<file path="config.mk">
export PLATFORM = sky130hd
export DESIGN_NAME = freq_meter_top
export DESIGN_NICKNAME = d
export VERILOG_FILES = /design/src/common/freq_meter_pkg.sv /design/src/design/freq_meter_top.sv /design/src/design/result_bank.sv /design/src/design/wb_arbiter.sv /design/src/measure/period_counter.sv
export VERILOG_INCLUDE_DIRS = /design/src /design/src/common
export SDC_FILE = /design/constraint.sdc
export NUM_CORES = 1
export LEC_CHECK = 0
export ABC_CLOCK_PERIOD_IN_PS = 9400
export BUFFER_PORTS_ARGS = -buffer_cell sky130_fd_sc_hd__buf_4
export CAP_MARGIN = 10
export CORE_AREA = 2 2 347 349
export CTS_CLUSTER_DIAMETER = 200
export DETAILED_ROUTE_END_ITERATION = 12
export DIE_AREA = 0 0 349 351
export PLACE_DENSITY = 0.49
export SLEW_MARGIN = 5
export SYNTH_ARGS = -nofsm -noshare
export SYNTH_HDL_FRONTEND = slang
export SYNTH_SLANG_ARGS = --single-unit
</file>
<file path="constraint.sdc">
create_clock -name pll_clk -period 9.4 [get_ports pll_clk]
set_input_delay 0.47 -clock pll_clk [delete_from_list [all_inputs] [get_ports pll_clk]]
set_output_delay 0.47 -clock pll_clk [all_outputs]
set_load 0.01 [all_outputs]
</file>
<file path="src/common/freq_meter_params.svh">
/*
 * Sizing macros for the two-channel frequency meter.
 * Include wherever channel count, counter width or bank address width is needed.
 */
`ifndef FREQ_METER_PARAMS_SVH
`define FREQ_METER_PARAMS_SVH

// number of measured square-wave inputs
`define FM_CHANNELS 2

// window counter width, counts pll_clk cycles per window
`define FM_CNT_W 32

// bank address: channel in msb, word index in low two bits
`define FM_ADR_W 3

`endif

</file>
<file path="src/common/freq_meter_pkg.sv">
/*
 * Types shared by the measurers, the arbiter, the result bank and the testbench.
 * Holds the Wishbone classic request/response structs and the bank word decodes.
 */
`include "freq_meter_params.svh"

package freq_meter_pkg;

    // request side of a wishbone classic cycle
    typedef struct packed {
        logic                 cyc;                  // cycle in progress
        logic                 stb;                  // strobe, valid transfer
        logic                 we;                   // 1 = write
        logic [`FM_ADR_W-1:0] adr;                  // {ch, word index}
        logic [31:0]          dat;                  // write data
    } wb_req_t;

    // response side
    typedef struct packed {
        logic        ack;                           // single-cycle ack
        logic [31:0] dat;                           // read data, valid with ack
    } wb_rsp_t;

    // word 2 of a channel slot
    typedef struct packed {
        logic [15:0] seq;                           // posted result count
        logic        ovf;                           // a result was dropped before this one
        logic        high_seen;                     // input was high inside the window
        logic        ch;                            // channel that posted it
        logic [12:0] spare;                         // reads zero
    } meas_status_t;

    // one bank word, raw count for words 0/1, status for word 2
    typedef union packed {
        logic [31:0]  count;
        meas_status_t status;
    } meas_word_u;

    // snapshot held while posting
    typedef struct packed {
        logic [`FM_CNT_W-1:0] period_total;         // N x period, pll_clk cycles
        logic [`FM_CNT_W-1:0] high_total;           // N x high time, pll_clk cycles
    } meas_result_t;

endpackage

</file>
<file path="src/design/freq_meter_top.sv">
/*
 * Two-channel square-wave frequency and duty meter.
 * Measurers share the result bank through a round-robin Wishbone arbiter,
 * and the host reads counts and status through its own Wishbone port.
 */
`timescale 1ns/100ps
`include "freq_meter_params.svh"

module freq_meter_top import freq_meter_pkg::*; (
    input  logic                    pll_clk,
    input  logic                    sys_rst_n,
    input  logic [`FM_CHANNELS-1:0] wave_in,                // one bit per channel
    input  logic [15:0]             edge_count,             // periods per window
    input  wb_req_t                 host_req,
    output wb_rsp_t                 host_rsp
);

    wb_req_t mst_req [`FM_CHANNELS];                        // measurer -> arbiter
    wb_rsp_t mst_rsp [`FM_CHANNELS];
    wb_req_t slv_req;                                       // arbiter -> bank
    wb_rsp_t slv_rsp;

    for (genvar i = 0; i < `FM_CHANNELS; i++) begin : g_ch
        period_counter #(
            .CH         (i)
        ) u_period_counter (
            .pll_clk    (pll_clk),
            .sys_rst_n  (sys_rst_n),
            .wave       (wave_in[i]),
            .edge_count (edge_count),
            .bus_req    (mst_req[i]),
            .bus_rsp    (mst_rsp[i])
        );
    end

    wb_arbiter u_wb_arbiter (
        .pll_clk    (pll_clk),
        .sys_rst_n  (sys_rst_n),
        .mst_req    (mst_req),
        .mst_rsp    (mst_rsp),
        .slv_req    (slv_req),
        .slv_rsp    (slv_rsp)
    );

    result_bank u_result_bank (
        .pll_clk    (pll_clk),
        .sys_rst_n  (sys_rst_n),
        .bus_req    (slv_req),
        .bus_rsp    (slv_rsp),
        .host_req   (host_req),
        .host_rsp   (host_rsp)
    );

endmodule

</file>
<file path="src/design/result_bank.sv">
/*
 * Result register file, one slot of three words per channel.
 * Written from the shared bus by the measurers, read by the host on its own port.
 */
`timescale 1ns/100ps
`include "freq_meter_params.svh"

module result_bank import freq_meter_pkg::*; (
    input  logic    pll_clk,
    input  logic    sys_rst_n,
    input  wb_req_t bus_req,                                // shared bus from arbiter
    output wb_rsp_t bus_rsp,
    input  wb_req_t host_req,                               // host, read only
    output wb_rsp_t host_rsp
);

    localparam int DEPTH = 2 ** `FM_ADR_W;

    meas_word_u  bank [DEPTH];                              // {ch, idx} addressed
    logic        bus_ack;
    logic        host_ack;
    meas_word_u  host_dat;
    logic        bus_hit;
    logic        host_hit;

    // new access only, so each ack lasts one cycle
    assign bus_hit  = bus_req.cyc & bus_req.stb & ~bus_ack;
    assign host_hit = host_req.cyc & host_req.stb & ~host_ack;

    // write lands on the edge that raises ack
    always_ff @(posedge pll_clk or negedge sys_rst_n) begin
        if (!sys_rst_n) begin
            bus_ack <= 1'b0;
            for (int i = 0; i < DEPTH; i++) begin
                bank[i] <= '0;                              // seq reads 0 after reset
            end
        end else begin
            bus_ack <= bus_hit;
            if (bus_hit && bus_req.we) begin
                bank[bus_req.adr].count <= bus_req.dat;
            end
        end
    end

    // host reads on a path of its own
    always_ff @(posedge pll_clk or negedge sys_rst_n) begin
        if (!sys_rst_n) begin
            host_ack <= 1'b0;
        end else begin
            host_ack <= host_hit;                           // host we ignored
        end
    end

    always_ff @(posedge pll_clk) begin
        if (host_hit) begin
            host_dat <= bank[host_req.adr];                 // valid with ack
        end
    end

    assign bus_rsp.ack  = bus_ack;
    assign bus_rsp.dat  = '0;                               // measurers only write
    assign host_rsp.ack = host_ack;
    assign host_rsp.dat = host_dat.count;

endmodule

</file>
<file path="src/design/wb_arbiter.sv">
/*
 * Round-robin arbiter for the shared Wishbone classic bus into the result bank.
 * The grant is held for a whole cycle and moves after ack or when cyc drops.
 */
`timescale 1ns/100ps
`include "freq_meter_params.svh"

module wb_arbiter import freq_meter_pkg::*; (
    input  logic    pll_clk,
    input  logic    sys_rst_n,
    input  wb_req_t mst_req [`FM_CHANNELS],
    output wb_rsp_t mst_rsp [`FM_CHANNELS],
    output wb_req_t slv_req,
    input  wb_rsp_t slv_rsp
);

    localparam int IDX_W = (`FM_CHANNELS > 1) ? $clog2(`FM_CHANNELS) : 1;

    logic [`FM_CHANNELS-1:0] req_vec;                       // cyc & stb per master
    logic [`FM_CHANNELS-1:0] grant;                         // one-hot or idle
    logic [`FM_CHANNELS-1:0] grant_nxt;
    logic [IDX_W-1:0]        last;                          // last granted master
    logic [IDX_W-1:0]        last_nxt;

    always_comb begin
        for (int i = 0; i < `FM_CHANNELS; i++) begin
            req_vec[i] = mst_req[i].cyc & mst_req[i].stb;
        end
    end

    always_comb begin : pick
        int   idx;
        logic found;
        grant_nxt = grant;
        last_nxt  = last;
        found     = 1'b0;
        idx       = 0;
        if (grant == '0) begin
            // search starts just after the last winner
            for (int i = 1; i <= `FM_CHANNELS; i++) begin
                idx = (int'(last) + i) % `FM_CHANNELS;
                if (!found && req_vec[idx]) begin
                    found          = 1'b1;
                    grant_nxt      = '0;
                    grant_nxt[idx] = 1'b1;
                    last_nxt       = IDX_W'(idx);
                end
            end
        end else if (slv_rsp.ack) begin
            if (|(req_vec & ~grant)) begin
                grant_nxt = '0;                             // hand over, rearbitrate
            end
        end else if (!slv_req.cyc) begin
            grant_nxt = '0;                                 // owner went away
        end
    end

    always_ff @(posedge pll_clk or negedge sys_rst_n) begin
        if (!sys_rst_n) begin
            grant <= '0;
            last  <= IDX_W'(`FM_CHANNELS - 1);              // master 0 wins first
        end else begin
            grant <= grant_nxt;
            last  <= last_nxt;
        end
    end

    // forward granted request, ack back to owner only
    always_comb begin
        slv_req = '0;
        for (int i = 0; i < `FM_CHANNELS; i++) begin
            mst_rsp[i] = '0;
            if (grant[i]) begin
                slv_req    = mst_req[i];
                mst_rsp[i] = slv_rsp;
            end
        end
    end

endmodule

</file>
<file path="src/measure/period_counter.sv">
/*
 * One measurement channel: syncs the input, finds rising edges and counts a window
 * of edge_count periods. Each closed window is posted to the result bank as three
 * Wishbone classic writes: period total, high total, then the status word.
 */
`timescale 1ns/100ps
`include "freq_meter_params.svh"

module period_counter import freq_meter_pkg::*; #(
    parameter int CH = 0                                    // channel number
) (
    input  logic        pll_clk,
    input  logic        sys_rst_n,
    input  logic        wave,                               // async square wave
    input  logic [15:0] edge_count,                         // periods per window
    output wb_req_t     bus_req,
    input  wb_rsp_t     bus_rsp
);

    localparam logic CH_BIT = 1'(CH);                       // adr msb and status ch

    logic                 wave_meta;                        // first sync flop
    logic                 wave_sync;                        // second sync flop
    logic                 wave_dly;                         // edge register
    logic                 rise;
    logic                 win_open;
    logic                 win_close;
    logic [15:0]          win_len;                          // N sampled at window open
    logic [15:0]          edges_seen;                       // rises since opening edge
    logic [`FM_CNT_W-1:0] period_cnt;
    logic [`FM_CNT_W-1:0] high_cnt;
    meas_result_t         snap;                             // result being posted
    logic                 snap_ovf;
    logic                 high_seen;
    logic                 ovf_pend;                         // drop waiting to be reported
    logic [15:0]          seq;
    logic                 busy;                             // posting in progress
    logic [1:0]           word_idx;                         // 0 period, 1 high, 2 status
    meas_status_t         status;
    meas_word_u           post_word;

    always_ff @(posedge pll_clk or negedge sys_rst_n) begin
        if (!sys_rst_n) begin
            {wave_meta, wave_sync, wave_dly} <= 3'b000;
        end else begin
            {wave_meta, wave_sync, wave_dly} <= {wave, wave_meta, wave_sync};
        end
    end

    assign rise      = wave_sync & ~wave_dly;                           // same lag on every edge
    assign win_close = rise & win_open & (edges_seen + 16'd1 == win_len);   // N-th rise

    // window counters, closing edge reopens at once
    always_ff @(posedge pll_clk or negedge sys_rst_n) begin
        if (!sys_rst_n) begin
            win_open   <= 1'b0;
            win_len    <= 16'd1;
            edges_seen <= 16'd0;
            period_cnt <= '0;
            high_cnt   <= '0;
        end else if (rise && (!win_open || win_close)) begin
            win_open   <= 1'b1;
            win_len    <= (edge_count == 16'd0) ? 16'd1 : edge_count;  // min 1 period
            edges_seen <= 16'd0;
            period_cnt <= `FM_CNT_W'(1);                    // opening cycle counts
            high_cnt   <= `FM_CNT_W'(1);                    // input is high on a rise
        end else if (win_open) begin
            period_cnt <= period_cnt + 1'b1;
            if (wave_sync) begin
                high_cnt <= high_cnt + 1'b1;
            end
            if (rise) begin
                edges_seen <= edges_seen + 16'd1;
            end
        end
    end

    // snapshot payload, taken only when the poster is free
    always_ff @(posedge pll_clk) begin
        if (win_close && !busy) begin
            snap.period_total <= period_cnt;
            snap.high_total   <= high_cnt;
        end
    end

    // poster fsm: idle -> word 0 -> word 1 -> word 2 -> idle
    always_ff @(posedge pll_clk or negedge sys_rst_n) begin
        if (!sys_rst_n) begin
            busy      <= 1'b0;
            word_idx  <= 2'd0;
            seq       <= 16'd0;
            ovf_pend  <= 1'b0;
            snap_ovf  <= 1'b0;
            high_seen <= 1'b0;
        end else begin
            if (win_close && !busy) begin
                busy      <= 1'b1;
                word_idx  <= 2'd0;
                seq       <= seq + 16'd1;
                snap_ovf  <= ovf_pend;                      // report earlier drop
                ovf_pend  <= 1'b0;
                high_seen <= (high_cnt != '0);
            end else if (busy && bus_rsp.ack) begin
                if (word_idx == 2'd2) begin
                    busy <= 1'b0;                           // status written, done
                end else begin
                    word_idx <= word_idx + 2'd1;
                end
            end
            if (win_close && busy) begin
                ovf_pend <= 1'b1;                           // result lost, still posting
            end
        end
    end

    always_comb begin
        status           = '0;
        status.seq       = seq;
        status.ovf       = snap_ovf;
        status.high_seen = high_seen;
        status.ch        = CH_BIT;
        case (word_idx)
            2'd0:    post_word.count  = snap.period_total;
            2'd1:    post_word.count  = snap.high_total;
            default: post_word.status = status;             // status goes last
        endcase
    end

    // request held from fsm state until ack
    assign bus_req.cyc = busy;
    assign bus_req.stb = busy;
    assign bus_req.we  = busy;
    assign bus_req.adr = {CH_BIT, word_idx};
    assign bus_req.dat = post_word.count;

endmodule

</file>
---- Yosys cells after proc, flatten, opt, wreduce, memory -nomap -nowiden ----
Index checks and enable logic that the tools add are counted.
word-level totals
  output and inout bits ................... 33
  register bits ........................... 665
  logic and storage cells ................. 210
  bits of input ports ..................... 58
operators by class
  bitwise logic cells ..................... 20
  eq/ne operators ......................... 11
  reductions and logical operators ........ 50
  $add $sub $neg .......................... 12
  $lt $le $gt $ge ......................... 7
  mux-type cells .......................... 65
operator list
  cell                     count
  $mux W32                 13
  $bwmux W256              1
  $add A32 B1 Y32 const B  4
  $pmux W32 S2             2
  $mux W16                 7
  $bmux W32 S3             1
  $demux W32 S3            1
  $mux W38                 2
  $mux W33                 2
  $add A16 B1 Y16 const B  4
  $reduce_bool A32 Y1      2
  $eq A16 B16 Y1           2
  $reduce_bool A2 Y1       13
  $mux W2                  12
  $mux W1                  22
  $reduce_and A2 Y1        9
  $logic_not A16 Y1        1
  $logic_and A1 B1 Y1      13
  $and A1 B1 Y1            10
  $ne A3 B3 Y1 const B     3
  $ge A4 B4 Y1 const B     2
  $not A3 Y4               2
  $logic_not A2 Y1         3
  $lt A2 B3 Y1 const B     2
  other kinds (16)         32

---- Depth between registers and ports, before layout ----
  depth in word-level cells ............... 11
  mapped depth ............................ 11
  depth with buffers taken out ............ 8

---- Modules after synthesis ----
From an unflattened synthesis, not the netlist that was laid out.
second synthesis, totals
  cell total of the unflattened synthesis .. 2461
  area, all modules ....................... 31411.4 sq um
by module, submodules not included
  module                                     area each (sq um)  cells an instance  times used  sequential area each (sq um)
  result_bank                                12921.1            740                1           7417.1
  period_counter (g_ch[1].u_period_counter)  8748.4             791                1           4976.0
  period_counter (g_ch[0].u_period_counter)  8724.6             789                1           4976.0
  wb_arbiter                                 1017.2             141                1           76.3

---- Least setup slack after synthesis ----
Ideal clock, no wire load.
  kind .................................... reg2reg
  start point ............................. register g_ch[0].u_period_counter.edges_seen[0]
  end point ............................... register g_ch[0].u_period_counter.snap[0] (netlist name), enable pin
  data required time ...................... 8.912 ns
  setup time .............................. 0.488 ns
  clock period less this slack ............ 4.942 ns
  arrival time ............................ 4.454 ns
  buffers on the path ..................... 1
  setup slack ............................. 4.458 ns
  cell stages (with the launch flop) ...... 9
  cell sequence ........................... dfrtp_1 > ha_1 > and3_1 > clkbuf_1 > nand2_1 > o31a_1 > a21oi_1 > nand4_1 > nor2_1
between the ends
  longest elaborated chain between the ends .. 4
ends and longest elaborated chain
  element                   RTL line              text
  start: declaration        period_counter.sv:29  logic [15:0] edges_seen;
  start signal: assignment  period_counter.sv:73  edges_seen <= edges_seen + 16'd1;
  $add A16 B1 Y16           period_counter.sv:51  assign win_close = rise & win_open & (edges_seen + 16'd1 == win_len);
  $eq A16 B16 Y1            period_counter.sv:51
  $and A1 B1 Y1             period_counter.sv:51
  $logic_and A1 B1 Y1       period_counter.sv:80  if (win_close && !busy) begin
  end: declaration          period_counter.sv:32  meas_result_t snap;
No other way between the ends.
A chain may end at the register's enable or synchronous reset.

---- Worst setup path in the final report ----
  start point ............................. register g_ch[1].u_period_counter.edges_seen[0]
  end point ............................... register g_ch[1].u_period_counter.high_cnt[31]
between the ends
  longest elaborated chain between the ends .. 7
  elaborated cells between the ends (all ways) .. 9
  classes of those cells .................. add/sub (1); eq/ne (1); mux (1); bitwise (1); reduce/logical (5)
ends and longest elaborated chain
  element                              RTL line              text
  start: declaration                   period_counter.sv:29
  start signal: assignment             period_counter.sv:73
  $add A16 B1 Y16 *                    period_counter.sv:51
  $eq A16 B16 Y1 *                     period_counter.sv:51
  $and A1 B1 Y1 *                      period_counter.sv:51
  $logic_or A1 B1 Y1 *                 period_counter.sv:61  end else if (rise && (!win_open || win_close)) begin
  $logic_and A1 B1 Y1 *                period_counter.sv:61
  $reduce_bool A2 Y1 (no source line)  --
  $reduce_and A2 Y1 (no source line)   --
  end signal: assignment               period_counter.sv:66  high_cnt <= `FM_CNT_W'(1);
  end signal: assignment               period_counter.sv:70  high_cnt <= high_cnt + 1'b1;
  end: declaration                     period_counter.sv:31  logic [`FM_CNT_W-1:0] high_cnt;
Every way passes the cells marked *; elsewhere a longest branch is shown, timed or not.

==> impl_metrics.tcl <==
set metrics [dict create \
    status "completed" \
    hpwl_um 43900 \
    avgViaCountPerCell 4.54 \
    grt_pass1_vias 19248 \
    synth_edf_count 160 \
    cts_tree "built" \
    crit_fanout 59 \
    postPlaceCellArea_mm2 0.0316 \
    final_core_util_pct 28.6 \
    nFillCells 12365 \
    netlist_area_mm2 0.0296 \
    p_comb_share_pct 7.0 \
    cp.arrival_ps 4700 \
    dr.pass1.iters 5 \
    synth_top_flop_cell "dfrtp_1" \
    drive_gt1_share_pct 13.5 \
    worstMarginPinSlew_ps 1240 \
    critPathMaxStageDelay_ps 770 \
    detailedPlace.worstSlack_ps 5110 \
    grt_usage_pct 11.9 \
    rsz0062_at_grt "no" \
    final.min_clock_period_ps 4220 \
    p_switching_w 0.00161 \
    fp-row-count 127 \
    syn2layout_area_growth_pct 15.2 \
    antenna_found_initial 0 \
    dieArea_mm2 0.122 \
    first_iter_violations 1291 \
    p_per_area_mw_per_mm2 191 \
    htree_levels 3 \
    finish.instance_area_mm2 0.0340 \
    cts_setup_buffers 0 \
    fp.dieH_um 351 \
    slew_headroom_pct 17.3 \
    p_leak_nw 14.2 \
    clock_path_buffers 3 \
    switching_share_pct 24.8 \
    vias 19241 \
    worst_ir_drop_vdd_uv 125 \
    critPathKind "reg -> reg" \
    endpoint_kind "flip-flop" \
    gp_congestion 0.762 \
    crit_chain "ha_1 -> nand3_1 -> nor4_1 -> xor2_1 -> a211oi_2 -> nand4_2 -> a21oi_4 -> buf_4 -> nor2_1" \
    fin_skew_ps 19.1 \
    die_x_um 349 \
    syn_inst 2610 \
    timing.critical_path.slowest_stage_cell "a21oi_4" \
    pwr-share-clk_pct 43.6 \
    seq_power_share_pct 49.4 \
    grt_max_degree 148 \
    synth.net_count 2684 \
    p_int_w 0.00489 \
    initial_utilization_pct 24.8 \
    worstSkewPairLatency_ps 630 \
    io_pins 91 \
    synth_warnings 0 \
    finalPower_w 0.00650 \
    drv_cap 0 \
    ctsHoldBuffers 3 \
    wl_per_cell_um 17.0 \
    cp_top_family "simple AND/OR/NAND/NOR gates" \
    clock-sinks 665 \
    fin_ws_ps 5180 \
    ys_seq_area_share_pct 59.0 \
    hold_viol 0 \
    portBuffers 57 \
    ys_types 72 \
    cts_resized 0 \
    required_ps 9870 \
    finalSetupViolCount 0 \
    crit_buf_inv 1 \
    core_area_mm2 0.119 \
    nets 2702 \
    synthArstFlopShare_pct 75.9 \
    routed_wl_um 71900 \
    clk_pin_slew_ps 60 \
    min_path_type "in -> reg" \
    drc 0 \
    fmax_mhz 237 \
    synth_area_per_cell_um2 11.3 \
    timing.final.crit_share_pct 44.9 \
    drv_slew 0 \
    setup_tns_ps 0 \
    numCtsBuffers 71 \
    ys_ff_latch 665 \
    startpoint_type "flip-flop" \
    grt_pass1_wl_um 115000 \
    grt_overflow 0 \
    antenna_left 0 \
    clk_root_buffer_cell "clkbuf_16" \
]
-- final cells by class --
| class | instances | area, um2 | area share (%) |
|---|---|---|---|
| inverter | 36 | 135 | 0.397 |
| clock inverter | 30 | 330 | 0.970 |
| tap | 1548 | 1940 | 5.69 |
| antenna | 2 | 5.00 | 0.0147 |
| timing repair buffer | 98 | 776 | 2.28 |
| multi-input combinational | 1756 | 11400 | 33.5 |
| clock buffer | 102 | 2010 | 5.92 |
| sequential | 665 | 17400 | 51.3 |
-- placed cells by master, fill, tap and decap left out, drive strengths merged, types with 7 or more instances in the layout --
| master | instances |
|---|---|
| nor3 | 22 |
| a22oi | 52 |
| mux4 | 64 |
| nor4 | 39 |
| o2111ai | 7 |
| nand4 | 62 |
| and2 | 11 |
| o211ai | 7 |
| nor2b | 8 |
| a21oi | 161 |
| ha | 16 |
| nand2 | 323 |
| mux2 | 71 |
| o21ai | 181 |
| inv | 40 |
| a31o | 7 |
| dfrtp | 502 |
| a22o | 20 |
| buf | 95 |
| xnor2 | 72 |
| clkbuf | 102 |
| nor2 | 291 |
| and4 | 16 |
| clkinv | 19 |
| a31oi | 12 |
| xor2 | 123 |
| and3 | 37 |
| nand3 | 80 |
| edfxtp | 160 |
-- power groups by stage --
stage | Clock [W] | Sequential, W | Combinational (W)
2_1_floorplan | 0 | 0.00321 | 0.000334
3_3_place_gp | 0 | 0.00327 | 0.000458
3_5_place_dp | 0 | 0.00327 | 0.000464
4_1_cts | 0.00292 | 0.00321 | 0.000466
5_1_grt | 0.00304 | 0.00323 | 0.000520
6_report | 0.00284 | 0.00321 | 0.000455
-- stage by stage --
| step | hold slack, ps | cells |
|---|---|---|
| floorplan | 174 | 2610 |
| global placement | 339 | 4099 |
| detailed placement | 335 | 4099 |
| CTS | 50.4 | 4234 |
| global route | 82.3 | 4235 |
| finish | 96.2 | 4237 |
-- path summary, 6_finish.rpt --
kind,from,to,slack (ps),cells after the start
max,g_ch[1].u_period_counter.edges_seen[0]$_DFFE_PN0P_,g_ch[1].u_period_counter.high_cnt[31]$_DFFE_PN0P_,5180,9
min,edge_count[3],g_ch[1].u_period_counter.win_len[3]$_DFFE_PN0N_,100,2
max reg2reg,g_ch[1].u_period_counter.edges_seen[0]$_DFFE_PN0P_,g_ch[1].u_period_counter.high_cnt[31]$_DFFE_PN0P_,5180,9
min reg2reg,g_ch[1].u_period_counter.wave_meta$_DFF_PN0_,g_ch[1].u_period_counter.wave_sync$_DFF_PN0_,350,0
max in group asynchronous,sys_rst_n,u_result_bank.bank[128]$_DFFE_PN0P_,6650,4
min in group asynchronous,sys_rst_n,u_result_bank.bank[108]$_DFFE_PN0P_,500,2
-- cells by family (layout without fill, tap and decap cells) --
family | Yosys count | count (layout) | synth area share, %
adder cells (fa/ha/maj) | 16 | 16 | 0.677
XOR/XNOR | 195 | 195 | 5.80
AND/OR/NAND/NOR | 925 | 925 | 14.4
other | 0 | 2 | 0
buffers and inverters | 189 | 266 | 2.64
multiplexers | 141 | 141 | 7.89
flip-flops | 665 | 665 | 59.0
AO/OA/AOI/OAI | 479 | 479 | 9.53
-- cell usage after synthesis, types with 6 or more instances --
master / n / share of area, %
a21oi_1: 158 / 2.7
a22o_1: 20 / 0.59
a22oi_1: 52 / 1.3
a31o_2: 7 / 0.21
a31oi_1: 12 / 0.25
and2_1: 11 / 0.23
and3_1: 37 / 0.78
and4_1: 15 / 0.44
buf_1: 11 / 0.14
buf_2: 21 / 0.36
buf_4: 8 / 0.20
clkbuf_1: 111 / 1.4
dfrtp_1: 502 / 43
edfxtp_1: 160 / 16
ha_1: 16 / 0.68
inv_1: 36 / 0.46
mux2_1: 12 / 0.46
mux2_2: 51 / 1.9
mux2_4: 8 / 0.41
mux2i_1: 6 / 0.20
mux4_2: 64 / 4.9
nand2_1: 323 / 4.1
nand3_1: 80 / 1.4
nand4_1: 59 / 1.2
nor2_1: 291 / 3.7
nor2b_1: 8 / 0.17
nor3_1: 22 / 0.37
nor4_1: 39 / 0.83
o2111ai_1: 7 / 0.21
o211ai_1: 7 / 0.18
o21ai_0: 181 / 3.1
o22ai_1: 6 / 0.13
xnor2_1: 71 / 2.1
xor2_1: 123 / 3.6
-- state kept, by name (all words and copies together) (netlist names), 4 cells and up --
signal / count
u_result_bank.bank: 256
g_ch.u_period_counter.snap: 128
g_ch.u_period_counter.high_cnt: 64
g_ch.u_period_counter.period_cnt: 64
g_ch.u_period_counter.edges_seen: 32
g_ch.u_period_counter.seq: 32
g_ch.u_period_counter.win_len: 32
u_result_bank.host_dat: 32
g_ch.u_period_counter.word_idx: 4
-- metal layers --
metal | up-vias | GRT usage, % | wire, um
li1 | 9333 | - | -
met1 | 9500 | 17.5 | 35900
met2 | 308 | 18.0 | 31800
met3 | 100 | 1.68 | 2470
met4 | 0 | 3.56 | 1810
met5 | - | 0 | 0
(Power assumes the default switching activity.)
